**src/source/vga_cfg.svh**
```systemverilog
// 640x480 timing at a 50 MHz clock (two clocks per pixel); other modes are not supported
`ifndef VGA_CFG_SVH
`define VGA_CFG_SVH

// horizontal timing, in clocks of the 50 MHz system clock
// display 0-1279, front porch 1280-1311, sync 1312-1503, back porch 1504-1599
`define H_TOTAL       1600
`define H_DISPLAY     1280
// hs is low from sync start through sync end, both inclusive
`define H_SYNC_START  1312
`define H_SYNC_END    1503

// vertical timing, in lines
// display 0-479, front porch 480-489, sync 490-491, back porch 492-520
`define V_TOTAL       521
`define V_DISPLAY     480
// vs is low from sync start through sync end, both inclusive
`define V_SYNC_START  490
`define V_SYNC_END    491

// side of the solid square, in visible pixels
`define BOX_SIZE      32

// checker cells are 2**CHECKER_SHIFT pixels on a side
// the painter uses this as a bit index into row and col
`define CHECKER_SHIFT 4

`endif

```
**src/source/vga_color_pkg.sv**
```systemverilog
// 4 bits per channel only; color_t packs red, green, blue from the top bits down
package vga_color_pkg;

    // bits per channel, matching a 4-bit resistor DAC per color
    localparam int CHANNEL_W = 4;

    // intensity of one channel
    // 0 is off, all ones is full drive
    typedef logic [CHANNEL_W-1:0] channel_t;

    // packed color
    //   [11:8] red
    //   [7:4]  green
    //   [3:0]  blue
    typedef logic [3*CHANNEL_W-1:0] color_t;

    // black, which is also what the monitor must see during blanking
    localparam color_t COLOR_BLACK = '0;

    // channel extraction
    // red sits in the top channel
    function automatic channel_t color_red(input color_t c);
        return c[3*CHANNEL_W-1 -: CHANNEL_W];
    endfunction

    function automatic channel_t color_green(input color_t c);
        return c[2*CHANNEL_W-1 -: CHANNEL_W];
    endfunction

    // blue sits in the bottom channel
    function automatic channel_t color_blue(input color_t c);
        return c[CHANNEL_W-1:0];
    endfunction

endpackage

```
**src/source/vga_timing_pkg.sv**
```systemverilog
// counter and coordinate widths sized for 1600 clocks per line and 521 lines per frame only
package vga_timing_pkg;

    // column clock counter, 0 to 1599
    // two clocks per pixel, so one bit wider than a column
    typedef logic [10:0] h_count_t;

    // line counter, 0 to 520
    typedef logic [9:0] v_count_t;

    // visible row, 0 to 479 while not blanked
    // outside the display area it still follows the line count
    typedef logic [9:0] pixel_row_t;

    // visible column, 0 to 639 while not blanked
    // this is the column clock count divided by 2
    typedef logic [9:0] pixel_col_t;

endpackage
```
**src/source/pattern_painter.sv**
```systemverilog
// purely combinational; ignores blank, so its output is only meaningful on visible pixels
`include "vga_cfg.svh"

module pattern_painter
    import vga_timing_pkg::*;
    import vga_color_pkg::*;
(
    input  pixel_row_t row,
    input  pixel_col_t col,
    input  pixel_row_t box_row,
    input  pixel_col_t box_col,
    input  color_t     box_color,
    input  color_t     color_a,
    input  color_t     color_b,
    output color_t     pixel_color
);

    // one extra bit so a square near the bottom or right edge
    // does not wrap its far side around to row or column 0
    localparam int ROW_EXT_W = $bits(pixel_row_t) + 1;
    localparam int COL_EXT_W = $bits(pixel_col_t) + 1;

    logic [ROW_EXT_W-1:0] row_ext;
    logic [COL_EXT_W-1:0] col_ext;
    logic [ROW_EXT_W-1:0] box_row_end;
    logic [COL_EXT_W-1:0] box_col_end;
    logic                 in_box_rows;
    logic                 in_box_cols;
    logic                 in_box;
    logic                 checker_sel;
    color_t               checker_color;

    // zero-extend the current pixel to match the end bounds
    assign row_ext = {1'b0, row};
    assign col_ext = {1'b0, col};

    // first row and column past the square
    assign box_row_end = {1'b0, box_row} + ROW_EXT_W'(`BOX_SIZE);
    assign box_col_end = {1'b0, box_col} + COL_EXT_W'(`BOX_SIZE);

    // half-open range test on each axis
    // lower bound inclusive, upper bound exclusive
    assign in_box_rows = (row >= box_row) && (row_ext < box_row_end);
    assign in_box_cols = (col >= box_col) && (col_ext < box_col_end);
    assign in_box      = in_box_rows && in_box_cols;

    // checker cell parity
    // the bit at CHECKER_SHIFT flips once per cell along each axis
    assign checker_sel = row[`CHECKER_SHIFT] ^ col[`CHECKER_SHIFT];

    always_comb begin
        // even cells take color_a, odd cells color_b
        if (checker_sel) begin
            checker_color = color_b;
        end else begin
            checker_color = color_a;
        end
    end

    always_comb begin
        // the square is drawn over the background
        if (in_box) begin
            pixel_color = box_color;
        end else begin
            pixel_color = checker_color;
        end
    end

endmodule

```
**src/source/pixel_output.sv**
```systemverilog
// one register stage for color, hs and vs; color is forced to black whenever blank is high
module pixel_output
    import vga_color_pkg::*;
(
    input  logic     clk,
    input  logic     reset,
    input  color_t   pixel_color,
    input  logic     blank,
    input  logic     hs_raw,
    input  logic     vs_raw,
    output channel_t red,
    output channel_t green,
    output channel_t blue,
    output logic     hs,
    output logic     vs
);

    color_t color_q;
    color_t color_d;

    // monitors expect zero drive outside the display area
    assign color_d = blank ? COLOR_BLACK : pixel_color;

    // color and sync are registered together so the sync edges
    // line up with the pixel data at the pins
    always_ff @(posedge clk or posedge reset) begin
        if (reset) begin
            color_q <= COLOR_BLACK;
            // sync pulses are active low, so idle high
            hs      <= 1'b1;
            vs      <= 1'b1;
        end else begin
            color_q <= color_d;
            hs      <= hs_raw;
            vs      <= vs_raw;
        end
    end

    // split the packed color into the three DAC channels
    assign red   = color_red(color_q);
    assign green = color_green(color_q);
    assign blue  = color_blue(color_q);

endmodule

```
**src/source/vga_display.sv**
```systemverilog
// 640x480 VGA top at a 50 MHz clock; outputs lag counters and inputs by exactly one clock
module vga_display
    import vga_timing_pkg::*;
    import vga_color_pkg::*;
(
    input  logic       clk,
    input  logic       reset,
    input  pixel_row_t box_row,
    input  pixel_col_t box_col,
    input  color_t     box_color,
    input  color_t     color_a,
    input  color_t     color_b,
    output channel_t   red,
    output channel_t   green,
    output channel_t   blue,
    output logic       hs,
    output logic       vs
);

    // combinational decode of the current counts
    pixel_row_t row;
    pixel_col_t col;
    logic       hs_raw;
    logic       vs_raw;
    logic       blank;
    // painter result for the current pixel, before blanking
    color_t     pixel_color;

    // line and frame counters plus sync decode
    vga_sync u_sync (
        .clk    (clk),
        .reset  (reset),
        .row    (row),
        .col    (col),
        .hs_raw (hs_raw),
        .vs_raw (vs_raw),
        .blank  (blank)
    );

    // checkerboard background with the square on top
    pattern_painter u_painter (
        .row         (row),
        .col         (col),
        .box_row     (box_row),
        .box_col     (box_col),
        .box_color   (box_color),
        .color_a     (color_a),
        .color_b     (color_b),
        .pixel_color (pixel_color)
    );

    // blank mask and the single output register stage
    pixel_output u_output (
        .clk         (clk),
        .reset       (reset),
        .pixel_color (pixel_color),
        .blank       (blank),
        .hs_raw      (hs_raw),
        .vs_raw      (vs_raw),
        .red         (red),
        .green       (green),
        .blue        (blue),
        .hs          (hs),
        .vs          (vs)
    );

endmodule

```
**src/source/vga_sync.sv**
```systemverilog
// 640x480 sync generator for a 50 MHz clock; all outputs are combinational decodes of the counters
`include "vga_cfg.svh"

module vga_sync
    import vga_timing_pkg::*;
(
    input  logic       clk,
    input  logic       reset,
    output pixel_row_t row,
    output pixel_col_t col,
    output logic       hs_raw,
    output logic       vs_raw,
    output logic       blank
);

    h_count_t col_count;
    logic     col_clear;
    v_count_t row_count;
    logic     row_clear;
    logic     row_enable;
    logic     h_blank;
    logic     v_blank;

    // column counter
    // runs every clock, wraps from 1599 back to 0
    assign col_clear = (col_count >= h_count_t'(`H_TOTAL - 1));

    always_ff @(posedge clk or posedge reset) begin
        if (reset) begin
            col_count <= '0;
        end else if (col_clear) begin
            // wrap at the end of the line
            col_count <= '0;
        end else begin
            col_count <= col_count + 1'b1;
        end
    end

    // row counter
    // steps once per line, on the last column clock
    assign row_enable = (col_count == h_count_t'(`H_TOTAL - 1));
    // wrap only at the end of the last line, so line 520 lasts a full line
    assign row_clear  = row_enable && (row_count >= v_count_t'(`V_TOTAL - 1));

    always_ff @(posedge clk or posedge reset) begin
        if (reset) begin
            row_count <= '0;
        end else if (row_clear) begin
            row_count <= '0;
        end else if (row_enable) begin
            row_count <= row_count + 1'b1;
        end
    end

    // visible coordinates
    // two clocks per pixel, so drop the lsb of the column count
    assign row = row_count;
    assign col = col_count[10:1];

    // active-low sync pulses, inclusive ranges
    assign hs_raw = (col_count < h_count_t'(`H_SYNC_START)) ||
                    (col_count > h_count_t'(`H_SYNC_END));
    assign vs_raw = (row_count < v_count_t'(`V_SYNC_START)) ||
                    (row_count > v_count_t'(`V_SYNC_END));

    // blanking covers porches and sync in both directions
    assign h_blank = (col_count >= h_count_t'(`H_DISPLAY));
    assign v_blank = (row_count >= v_count_t'(`V_DISPLAY));
    assign blank   = h_blank || v_blank;

endmodule

```
**config.mk**
```make
export PLATFORM = sky130hd
export DESIGN_NAME = vga_display
export DESIGN_NICKNAME = d
export VERILOG_FILES = /design/src/source/vga_color_pkg.sv /design/src/source/vga_timing_pkg.sv /design/src/source/pattern_painter.sv /design/src/source/pixel_output.sv /design/src/source/vga_display.sv /design/src/source/vga_sync.sv
export VERILOG_INCLUDE_DIRS = /design/src /design/src/source
export SDC_FILE = /design/constraint.sdc
export NUM_CORES = 1
export LEC_CHECK = 0
export BUFFER_PORTS_ARGS = -buffer_cell sky130_fd_sc_hd__buf_2
export CAP_MARGIN = 20
export CORE_MARGIN = 2
export CORE_UTILIZATION = 55
export DETAILED_ROUTE_END_ITERATION = 12
export PLACE_DENSITY = 0.8
export SLEW_MARGIN = 20
export SYNTH_ARGS = -nofsm -noshare
export SYNTH_HDL_FRONTEND = slang
export SYNTH_HIERARCHICAL = 1
export SYNTH_SLANG_ARGS = --single-unit
```
**constraint.sdc**
```tcl
create_clock -name clk -period 2.8 [get_ports clk]
set_input_delay 0.42 -clock clk [delete_from_list [all_inputs] [get_ports clk]]
set_output_delay 0.42 -clock clk [all_outputs]
set_load 0.02 [all_outputs]
```
# Word level (Yosys, flattened, before mapping)
# Cells that the tools add are included.
[op_classes] addsub=4 magnitude_cmp=12 eq_ne=1 muxes=6 n_bitwise=1 n_reduce_logical=8
[op_table] cell="$mux W12" count=3
[op_table] cell="$add A10 B6 Y11 const B" count=2
[op_table] cell="$ge A11 B11 Y1 const B" count=2
[op_table] cell="$lt A10 B11 Y1" count=2
[op_table] cell="$ge A10 B10 Y1" count=2
[op_table] cell="$mux W10" count=2
[op_table] cell="$add A11 B1 Y11 const B" count=1
[op_table] cell="$eq A11 B11 Y1 const B" count=1
[op_table] cell="$gt A11 B11 Y1 const B" count=1
[op_table] cell="$lt A11 B11 Y1 const B" count=1
[op_table] cell="$mux W11" count=1
[op_table] cell="$add A10 B1 Y10 const B" count=1
[op_table] cell="$ge A10 B10 Y1 const B" count=1
[op_table] cell="$ge A10 B9 Y1 const B" count=1
[op_table] cell="$gt A10 B9 Y1 const B" count=1
[op_table] cell="$lt A10 B9 Y1 const B" count=1
[op_table] cell="$logic_and A1 B1 Y1" count=4
[op_table] cell="$logic_or A1 B1 Y1" count=3
[op_table] cell="$reduce_bool A2 Y1" count=1
[op_table] cell="$xor A1 B1 Y1" count=1
[word_totals] register_bits=35 input_bits=58 out_inout_bits=14 wordCells=37

# Depth between registers and ports, before layout
# Gate-level depths: netlist of the first run.
[depth] depth_word=6 depth_mapped=12 mapped_depth_nobuf=11

# By module
# Netlist of the first run, hierarchy kept.
[by_module_without_submodules] mod="vga_sync" instances=1 cells_each=139 area_each_um2=1291.2 seq_area_each_um2=525.5
[by_module_without_submodules] mod="pattern_painter" instances=1 cells_each=145 area_each_um2=1247.4 seq_area_each_um2=0.0
[by_module_without_submodules] mod="pixel_output" instances=1 cells_each=28 area_each_um2=483.0 seq_area_each_um2=352.8

# Worst setup path after synthesis of the first run
# No wires, ideal clock.
[synth_path] path_type="input port to flip-flop" startpoint="input port box_col[5]" endpoint="register u_output.color_q[9]" setup_time_ps=120 arrival_ps=2443 required_time_ps=2680 path_slack_ps=237 stages=12 n_path_buf=1 cell_sequence="ha_1 > nand3_1 > xnor2_1 > ha_1 > nand3_1 > a31oi_1 > a22o_1 > a211oi_2 > nand4_2 > buf_6 > mux2_4 > and2b_2"
[synth_via] elab_chain_len=6 word_cells_on_any_way=7 classes_between="add/sub (1); order compare (2); mux (2); reduce/logical (2)"
[synth_rtl] element="from (decl)" line="vga_display.sv:9" rtl="input pixel_col_t box_col,"
[synth_rtl] element="$add A10 B6 Y11" line="pattern_painter.sv:39" rtl="assign box_col_end = {1'b0, box_col} + COL_EXT_W'(`BOX_SIZE);"
[synth_rtl] element="$lt A10 B11 Y1" line="pattern_painter.sv:44" rtl="assign in_box_cols = (col >= box_col) && (col_ext < box_col_end);"
[synth_rtl] element="$logic_and A1 B1 Y1 (*)" line="pattern_painter.sv:44"
[synth_rtl] element="$logic_and A1 B1 Y1 (*)" line="pattern_painter.sv:45" rtl="assign in_box = in_box_rows && in_box_cols;"
[synth_rtl] element="$mux W12 (*)" line="pattern_painter.sv:62" rtl="if (in_box) begin"
[synth_rtl] element="via pixel_color[9]" line="vga_display.sv:27" rtl="color_t pixel_color;"
[synth_rtl] element="$mux W12 (*)" line="pixel_output.sv:22" rtl="assign color_d = blank ? COLOR_BLACK : pixel_color;"
[synth_rtl] element="via u_output.color_d[9]" line="pixel_output.sv:19" rtl="color_t color_d;"
[synth_rtl] element="to (signal assigned)" line="pixel_output.sv:33" rtl="color_q <= color_d;"
[synth_rtl] element="to (decl)" line="pixel_output.sv:18" rtl="color_t color_q;"
# The timed path passes the listed nets; every way through them passes the cells marked *.
# A chain may end at the register's enable or synchronous reset.

# Worst setup path after layout of the first run
[layout_path] startpoint="register u_sync.row_count[3], in the netlist u_sync/row[3]" endpoint="register u_output.color_q[11]"
[layout_via] elab_chain_len=5 word_cells_on_any_way=8 classes_between="order compare (3); mux (2); reduce/logical (3)"
[layout_rtl] element="from (decl)" line="vga_sync.sv:18" rtl="v_count_t row_count;"
[layout_rtl] element="from (signal assigned)" line="vga_sync.sv:51" rtl="row_count <= row_count + 1'b1;"
[layout_rtl] element="$lt A10 B11 Y1 or $ge A10 B10 Y1 (tied branches)" line="pattern_painter.sv:43" rtl="assign in_box_rows = (row >= box_row) && (row_ext < box_row_end);"
[layout_rtl] element="$logic_and A1 B1 Y1 (*)" line="pattern_painter.sv:43"
[layout_rtl] element="$logic_and A1 B1 Y1 (*)" line="pattern_painter.sv:45"
[layout_rtl] element="$mux W12 (*)" line="pattern_painter.sv:62"
[layout_rtl] element="via pixel_color[11]" line="vga_display.sv:27"
[layout_rtl] element="$mux W12 (*)" line="pixel_output.sv:22"
[layout_rtl] element="via u_output.color_d[11]" line="pixel_output.sv:19"
# Marked as above.

==> impl_metrics.env, run 1 <==
export IMPL_run_status="completed"
export IMPL_final_util_pct=67.7
export IMPL_synth_seq_cells=35
export IMPL_die_x_um=78.1
export IMPL_synth_area_um2=3020
export IMPL_port_buffers=71
export IMPL_hp_class="in -> async"
export IMPL_start_kind="register"
export IMPL_reg2reg_depth=9
export IMPL_die_area_um2=6100
export IMPL_synth_top_flop_cell="dfrtp_1"
export IMPL_period_minus_slack_ns=2.57
export IMPL_p_sw_mw=0.266
export IMPL_cts_tree="built"
export IMPL_clk_pin_slew_ns=0.07
export IMPL_dp_hpwl_um=4820
export IMPL_seq_area_frac_synth_pct=29.1
export IMPL_slew_viol_final=0
export IMPL_p_seq_share_pct=44.6
export IMPL_rows=26
export IMPL_clockRootBuffer="clkbuf_8"
export IMPL_place_congestion=0.850
export IMPL_path_max_fanout=12
export IMPL_clk_latency_ns=0.29
export IMPL_ios=72
export IMPL_synth_cell_types=54
export IMPL_timing_fmax_mhz=390
export IMPL_grt_start_max_net_pins=22
export IMPL_die_height_um=78.1
export IMPL_synthArstFlopShare_pct=100
export IMPL_setup_violations=0
export IMPL_ir_drop_uv=381
export IMPL_rr_endpoint="u_output/color_q[11]"
export IMPL_cts_hold_buf=0
export IMPL_clkPwrFrac_pct=40.5
export IMPL_core_area_um2=5200
export IMPL_htreeDepth=2
export IMPL_remaining_drc_errors=0
export IMPL_period_share_pct=91.7
export IMPL_fillers=431
export IMPL_viasPerCell=5.43
export IMPL_rr_startpoint="u_sync/row[3]"
export IMPL_drt_wirelength_per_cell_um=13.6
export IMPL_grt_overflow_total=0
export IMPL_hold_violations=0
export IMPL_maxCapViolations=0
export IMPL_grt_pass1_vias=2259
export IMPL_rsz0062_at_grt="false"
export IMPL_slew_headroom_pct=48.3
export IMPL_antenna_found_initial=0
export IMPL_switching_share_pct=23.0
export IMPL_power_density_nw_per_um2=329
export IMPL_cp_data_arrival_time_ns=2.76
export IMPL_synth_edff_count=0
export IMPL_grt_pass1_wl_um=10200
export IMPL_wl_um=6150
export IMPL_cts_setup_buffers=0
export IMPL_syn_area_per_cell_um2=9.68
export IMPL_via_count=2449
export IMPL_nets=474
export IMPL_detail_route_antenna_nets=0
export IMPL_start_util_pct=58.1
export IMPL_cts_buffer_depth=2
export IMPL_required_ns=2.99
export IMPL_drt_initial_drc_count=65
export IMPL_p_comb_share_pct=14.9
export IMPL_syn_to_final_growth_pct=16.6
export IMPL_tightest_slew_ns=0.775
export IMPL_clock_sinks=35
export IMPL_synth_cells=312
export IMPL_grt_use_total_pct=20.8
export IMPL_cts_made_buffers=5
export IMPL_skew_ns=0.00546
export IMPL_p_leak_nw=1.79
export IMPL_layout_drive_gt1_share_pct=36.0
export IMPL_intPower_mw=0.892
export IMPL_hold_ws_ns=0.152
export IMPL_num_antenna_cells=0
export IMPL_cp_end_kind="register"
export IMPL_drt_pass1_iter_count=4
export IMPL_synth_warnings=6
export IMPL_post_cts_resized=0
export IMPL_r2r_slack_ns=0.23
export IMPL_crit_type="reg -> reg"
export IMPL_mappedNetlistNets=406
-- worst max path at each step --
stage	startpoint	end	cells past startpoint
3_5_place_dp	box_col[5]	u_output/color_q[6]	13
6_report	u_sync/row[3]	u_output/color_q[11]	9
4_1_cts	u_sync/row[3]	u_output/color_q[11]	9
2_1_floorplan	box_col[5]	u_output/color_q[9]	12
3_3_place_gp	box_row[5]	u_output/color_q[9]	11
5_1_grt	u_sync/row[3]	u_output/color_q[11]	9
-- synth_stat cells (all sizes together), types with 2 or more instances --
library cell	n	area (um2)
nor2b	16	135
o21a	3	22.5
or3	6	37.5
ha	36	450
nand3	13	65.1
buf	15	118
nand2b	4	25.0
a21oi	16	80.1
a21o	3	22.5
o211ai	2	15.0
mux2	24	308
inv	30	113
xnor2	12	105
a31oi	5	37.5
nand2	10	37.5
nor2	17	71.3
and3	5	36.3
and4	3	26.3
clkbuf	2	7.51
xor2	4	35.0
o21ai	15	75.1
nand4	10	83.8
dfrtp	33	826
a221o	2	20.0
nor3	7	51.3
and2b	2	17.5
a211o	2	17.5
dfstp	2	52.6
-- power by group through the flow --
stage,Clock (mW),Combinational (mW),Sequential [mW]
3_3_place_gp,0,0.166,0.526
4_1_cts,0.482,0.174,0.516
2_1_floorplan,0,0.0881,0.538
5_1_grt,0.503,0.194,0.517
3_5_place_dp,0,0.173,0.526
6_report,0.470,0.173,0.516
-- worst max-delay path: stages, from the launching register on --
cell     delay [ns]
dfrtp_1        0.46
ha_1           0.36
a211o_1        0.31
a21oi_1        0.11
o21ai_0        0.13
a221o_1        0.33
nand4_2        0.09
buf_12         0.16
mux2_2         0.33
and2b_2        0.18
-- layer usage --
layer,routed length [um],vias to the layer above,global-route usage [%]
li1,-,1235,-
met1,2700,1128,25.5
met2,2950,77,35.4
met3,413,9,5.52
met4,90,0,6.84
met5,0,-,0
-- cells in the final DEF, fill, tap and decap left out, drive strengths merged, types with 2 or more instances in the layout --
cell type  instances
buf               78
ha                36
dfrtp             33
inv               30
mux2              24
nor2              17
a21oi             16
nor2b             16
o21ai             15
nand3             13
xnor2             12
nand2             10
nand4             10
nor3               7
clkbuf             6
or3                6
a31oi              5
and3               5
nand2b             4
xor2               4
a21o               3
o21a               3
and4               3
and2b              2
dfstp              2
a211o              2
a221o              2
o211ai             2
-- through the flow --
stage | std cells | power [mW] | TNS [ns] | cell area (um2) | setup slack [ns]
final | 451 | 1.16 | 0 | 3520 | 0.233
after global routing | 451 | 1.21 | 0 | 3520 | 0.127
after CTS | 451 | 1.17 | 0 | 3520 | 0.264
after detailed placement | 443 | 0.699 | -0.00933 | 3400 | -0.00933
after global placement | 443 | 0.692 | 0 | 3400 | 0.0534
after floorplan | 312 | 0.626 | 0 | 3020 | 0.237
-- area by class of cell --
type / count / area, um2 / area share (%)
inverter: 30 / 113 / 3.20
sequential: 35 / 878 / 24.9
clock inverter: 2 / 35.0 / 0.995
multi-input combinational: 230 / 1910 / 54.1
tap: 70 / 87.6 / 2.49
timing repair buffer: 78 / 420 / 11.9
clock buffer: 6 / 82.6 / 2.34
-- registers in the layout, summed over array words and instances, names as in the netlist --
| register | flops |
|---|---|
| u_output/color_q | 12 |
| u_sync/row | 10 |
| u_output/vs | 1 |
| u_sync/col_count | 11 |
| u_output/hs | 1 |
-- cell families after synthesis --
kind of cell | synth area share (%)
XOR/XNOR | 4.64
AO/OA/AOI/OAI | 12.2
AND/OR/NAND/NOR | 20.8
adder cells (fa/ha/maj) | 14.9
buffers and inverters | 7.87
multiplexers | 10.5
flip-flops | 29.1
Note: power is estimated with default switching activity, not from simulation.
==> inputs of run 2 (changes only) <==
--- a/config.mk
+++ b/config.mk
@@ -12,6 +12,7 @@
 export CORE_UTILIZATION = 55
 export DETAILED_ROUTE_END_ITERATION = 12
 export PLACE_DENSITY = 0.8
+export SETUP_SLACK_MARGIN = 0.4
 export SLEW_MARGIN = 20
 export SYNTH_ARGS = -nofsm -noshare
 export SYNTH_HDL_FRONTEND = slang
==> run 2 against run 1 <==
  * First-iteration DRC count decreased by 11%
  * Largest cell class unchanged
  * Critical endpoint is now u_output/color_q[9]
  * Clock power decreased by 23%
  * Routed wire length increased by 8.2%
==> impl_metrics.env, run 2 (synthesized netlist as in run 1, its figures left out) <==
export IMPL_cts_buffer_depth=2
export IMPL_r2r_slack_ns=0.36
export IMPL_place_area_um2=3520
export IMPL_hp_class="in -> async"
export IMPL_cp_end_kind="register"
export IMPL_period_share_pct=88.6
export IMPL_cts_hold_buf=0
export IMPL_cts_made_buffers=5
export IMPL_nets=483
export IMPL_timing_fmax_mhz=403
export IMPL_clockRootBuffer="clkbuf_8"
export IMPL_grt_use_total_pct=21.9
export IMPL_remaining_drc_errors=0
export IMPL_num_antenna_cells=0
export IMPL_setup_violations=0
export IMPL_path_max_fanout=6
export IMPL_layout_common_cells="66 x buf_2, 31 x ha_1, 29 x inv_1"
export IMPL_final_util_pct=72.3
export IMPL_rsz0062_at_grt="true"
export IMPL_place_congestion=0.815
export IMPL_hold_ws_ns=0.175
export IMPL_drt_wirelength_per_cell_um=14.5
export IMPL_dp_cells=445
export IMPL_slew_headroom_pct=45.9
export IMPL_fillers=379
export IMPL_cts_tree="built"
export IMPL_start_kind="primary input"
export IMPL_via_count=2509
export IMPL_syn_to_final_growth_pct=24.6
export IMPL_largest_register="u_output/color_q"
export IMPL_crit_type="in -> reg"
export IMPL_die_height_um=78.1
export IMPL_ir_drop_uv=297
export IMPL_drt_pass1_iter_count=4
export IMPL_die_area_um2=6100
export IMPL_period_minus_slack_ns=2.48
export IMPL_power_density_nw_per_um2=285
export IMPL_dp_hpwl_um=4930
export IMPL_grt_pass1_wl_um=10700
export IMPL_p_leak_nw=1.87
export IMPL_grt_overflow_total=0
export IMPL_layout_cells_most_common="buf_2"
export IMPL_slew_viol_final=0
export IMPL_setup_tns_ns=0
export IMPL_rr_endpoint="u_output/color_q[11]"
export IMPL_worst_slack_ns=0.321
export IMPL_clk_pin_slew_ns=0.07
export IMPL_required_ns=2.99
export IMPL_layout_drive_gt1_share_pct=43.1
export IMPL_wl_um=6650
export IMPL_design_area_um2=3760
export IMPL_clk_latency_ns=0.29
export IMPL_detail_route_antenna_nets=0
export IMPL_hold_violations=0
export IMPL_ios=72
export IMPL_rr_startpoint="u_sync/row[3]"
export IMPL_skew_ns=0.00804
export IMPL_start_util_pct=58.1
export IMPL_rows=26
export IMPL_drt_initial_drc_count=58
export IMPL_grt_pass1_vias=2402
export IMPL_cp_data_arrival_time_ns=2.67
export IMPL_clock_sinks=35
export IMPL_core_area_um2=5200
export IMPL_grt_start_max_net_pins=22
export IMPL_maxCapViolations=0
export IMPL_viasPerCell=5.45
export IMPL_largest_reg_flops=12
export IMPL_reg2reg_depth=9
export IMPL_tightest_slew_ns=0.810
export IMPL_htreeDepth=2
export IMPL_port_buffers=71
export IMPL_fin_total_pwr_mw=1.07
export IMPL_stdcell_count=460
export IMPL_antenna_found_initial=0
export IMPL_die_x_um=78.1
export IMPL_run_status="completed"
export IMPL_post_place_ws_ns=0.0725
==> run 2: changes by cell type in the layout (fill, tap and decap cells not counted), moves of 3 or more <==
cell	change
ha_4	+4
nand3_1	-3
buf_2	-5
dfrtp_1	-8
dfrtp_2	+8
buf_4	+11
nor2b_4	+9
ha_1	-5
nor2b_2	-8
==> run 2: layer usage <==
| metal | up-vias | wire, um | GRT usage, % | share of wire [%] |
|---|---|---|---|---|
| met5 | - | 0 | 0 | 0 |
| met4 | 0 | 87 | 7.19 | 1.3 |
| met3 | 9 | 412 | 6.32 | 6.2 |
| met2 | 68 | 3280 | 37.7 | 49 |
| met1 | 1177 | 2870 | 26.3 | 43 |
| li1 | 1255 | - | - | - |
==> run 2: area by class of cell <==
| class | instances | area, um2 | share of cell area [%] |
|---|---|---|---|
| clock buffer | 6 | 72.6 | 1.93 |
| clock inverter | 2 | 12.5 | 0.332 |
| inverter | 30 | 113 | 2.99 |
| multi-input combinational | 230 | 2070 | 54.9 |
| sequential | 35 | 888 | 23.6 |
| tap | 70 | 87.6 | 2.33 |
| timing repair buffer | 87 | 526 | 14.0 |
==> run 2: what timing repair did <==
action	CTS	global route
gates resized for setup	2	24
setup endpoints to repair	12	14
gates cloned	0	1
pin swaps	0	14
setup buffers	1	5
hold endpoints to repair	0	0
==> run 2: worst max-delay path, cell delays in order <==
cell and delay [ns]:
buf_6 0.09, ha_4 0.14, nand3_4 0.08, xnor2_2 0.14, ha_1 0.30, nand3_2 0.09
a31oi_2 0.04, a22o_1 0.25, a211oi_2 0.26, nand4_4 0.18, buf_12 0.19, mux2_4 0.29
and2b_2 0.19
==> run 2: how the worst max path moves through the flow <==
stage                             start                    to  slack (ns)  cells past startpoint
after CTS                 u_sync/row[3]  u_output/color_q[11]        0.35                      9
after floorplan              box_row[7]   u_output/color_q[9]        0.34                     10
after global routing         box_col[7]   u_output/color_q[9]        0.26                     12
final                        box_col[5]   u_output/color_q[9]        0.32                     13
after detailed placement     box_row[5]   u_output/color_q[9]        0.07                     11
after global placement       box_row[5]   u_output/color_q[9]        0.14                     11
==> run 2: report_power, final <==
group          switching (mW)  internal (mW)
clock                   0.188          0.174
combinational          0.0914          0.105
sequential            0.00232          0.514
total                   0.281          0.792
==> inputs of run 3 (changes only) <==
--- a/config.mk
+++ b/config.mk
@@ -8,6 +8,7 @@
 export LEC_CHECK = 0
 export BUFFER_PORTS_ARGS = -buffer_cell sky130_fd_sc_hd__buf_2
 export CAP_MARGIN = 20
+export CORE_ASPECT_RATIO = 1.2
 export CORE_MARGIN = 2
 export CORE_UTILIZATION = 55
 export DETAILED_ROUTE_END_ITERATION = 12
==> run 3 against run 2 <==
  * Global-route usage is 0.23 points lower
  * Register-to-register slack lost 0.02 ns
  * Die area barely moved
  * Clock skew decreased by 0.0040 ns
  * Clock power is 3% lower
  * Non-clock buffer count is 4 higher
  * Largest power group unchanged
  * Routed wire length grew 1.0%
==> impl_metrics.env, run 3 (synthesized netlist as in run 1, its figures left out) <==
export IMPL_setup_violations=0
export IMPL_place_congestion=0.834
export IMPL_slew_headroom_pct=45.4
export IMPL_largest_reg_flops=12
export IMPL_timing_fmax_mhz=407
export IMPL_num_antenna_cells=0
export IMPL_grt_pass1_wl_um=10600
export IMPL_start_kind="primary input"
export IMPL_power_density_nw_per_um2=279
export IMPL_maxCapViolations=0
export IMPL_htreeDepth=2
export IMPL_grt_use_total_pct=21.7
export IMPL_clockRootBuffer="clkbuf_8"
export IMPL_largest_register="u_output/color_q"
export IMPL_path_max_fanout=6
export IMPL_layout_drive_gt1_share_pct=44.4
export IMPL_start_util_pct=57.0
export IMPL_ir_drop_uv=363
export IMPL_cts_made_buffers=5
export IMPL_reg2reg_depth=9
export IMPL_clock_sinks=35
export IMPL_via_count=2566
export IMPL_post_place_ws_ns=0.0667
export IMPL_detail_route_antenna_nets=0
export IMPL_cp_end_kind="register"
export IMPL_ios=72
export IMPL_drt_initial_drc_count=96
export IMPL_tightest_slew_ns=0.818
export IMPL_setup_tns_ns=0
export IMPL_core_area_um2=5300
export IMPL_cts_buffer_depth=2
export IMPL_drt_wirelength_per_cell_um=14.7
export IMPL_rsz0062_at_grt="true"
export IMPL_port_buffers=71
export IMPL_grt_start_max_net_pins=22
export IMPL_skew_ns=0.00407
export IMPL_clk_pin_slew_ns=0.07
export IMPL_worst_slack_ns=0.341
export IMPL_nets=487
export IMPL_layout_common_cells="65 x buf_2, 30 x ha_1, 29 x inv_1"
export IMPL_rows=29
export IMPL_drt_pass1_iter_count=4
export IMPL_layout_cells_most_common="buf_2"
export IMPL_required_ns=2.98
export IMPL_cp_data_arrival_time_ns=2.64
export IMPL_r2r_slack_ns=0.34
export IMPL_p_leak_nw=1.92
export IMPL_die_height_um=85.2
export IMPL_die_area_um2=6110
export IMPL_rr_endpoint="u_output/color_q[11]"
export IMPL_dp_hpwl_um=4940
export IMPL_antenna_found_initial=0
export IMPL_cts_tree="built"
export IMPL_viasPerCell=5.63
export IMPL_hold_violations=0
export IMPL_period_minus_slack_ns=2.46
export IMPL_hp_class="in -> async"
export IMPL_grt_overflow_total=0
export IMPL_syn_to_final_growth_pct=27.1
export IMPL_run_status="completed"
export IMPL_period_share_pct=87.8
export IMPL_place_area_um2=3510
export IMPL_remaining_drc_errors=0
export IMPL_crit_type="in -> reg"
export IMPL_wl_um=6720
export IMPL_die_x_um=71.7
export IMPL_clk_latency_ns=0.28
export IMPL_hold_ws_ns=0.172
export IMPL_final_util_pct=72.5
export IMPL_design_area_um2=3840
export IMPL_grt_pass1_vias=2468
export IMPL_rr_startpoint="u_sync/row[2]"
export IMPL_fillers=369
export IMPL_slew_viol_final=0
==> run 3: cell count changes in the layout (fill, tap and decap cells not counted), moves of 2 or more <==
cell	before	now
buf_8	0	2
buf_4	17	20
dfrtp_2	8	6
dfrtp_1	25	27
a21oi_2	1	3
a21oi_1	15	13
==> run 3: worst max path at each step <==
stage | startpoint | end
6_report | box_col[7] | u_output/color_q[9]
3_3_place_gp | box_row[5] | u_output/color_q[9]
5_1_grt | u_sync/row[2] | u_output/color_q[11]
3_5_place_dp | box_row[5] | u_output/color_q[9]
4_1_cts | u_sync/row[3] | u_output/color_q[11]
2_1_floorplan | box_row[7] | u_output/color_q[9]
==> run 3: area by class of cell <==
type                    count  area [um2]  area share, %
well taps                  62        77.6           2.02
inverters                  30         113           2.93
flip-flops and latches     35         886           23.1
multi-input cells         230        2110           55.0
repair buffers             91         573           14.9
clock buffers               7        76.3           1.99
clock inverters             1        5.00          0.130
==> run 3: what timing repair did <==
item,CTS,global route
cloned,0,1
pin swaps,0,4
endpoints found under the setup margin,12,14
buffers inserted,2,8
resized for setup,6,30
hold buffers,0,0
==> run 3: through the flow <==
stage | total power, mW | std cells
after floorplan | 0.637 | 312
after global placement | 0.703 | 437
after detailed placement | 0.709 | 437
after CTS | 1.06 | 447
after global routing | 1.12 | 456
final | 1.07 | 456
==> run 3: metal layers <==
layer	part of all wire, %	wire length, um	global-route usage (%)	vias to the layer above
met5	0	0	0	-
met4	0.67	45	6.00	0
met3	4.9	326	5.23	6
met2	53	3550	38.1	68
met1	42	2800	26.1	1235
li1	-	-	-	1257
==> run 3: worst max-delay path, cell delays in order <==
cell and delay (ns):
buf_8 0.11, and3_4 0.19, xnor2_2 0.13, ha_1 0.31
a21o_1 0.18, a21oi_2 0.14, a31oi_1 0.06, a211oi_2 0.27
nand4_4 0.17, buf_12 0.19, mux2_4 0.28, and2b_2 0.18
==> run 3: where the power goes <==
part,switching [mW],total [mW],internal (mW),leakage (nW)
logic,0.0955,0.207,0.111,1.44
registers,0.00194,0.516,0.514,0.430
clock network,0.174,0.349,0.174,0.0422
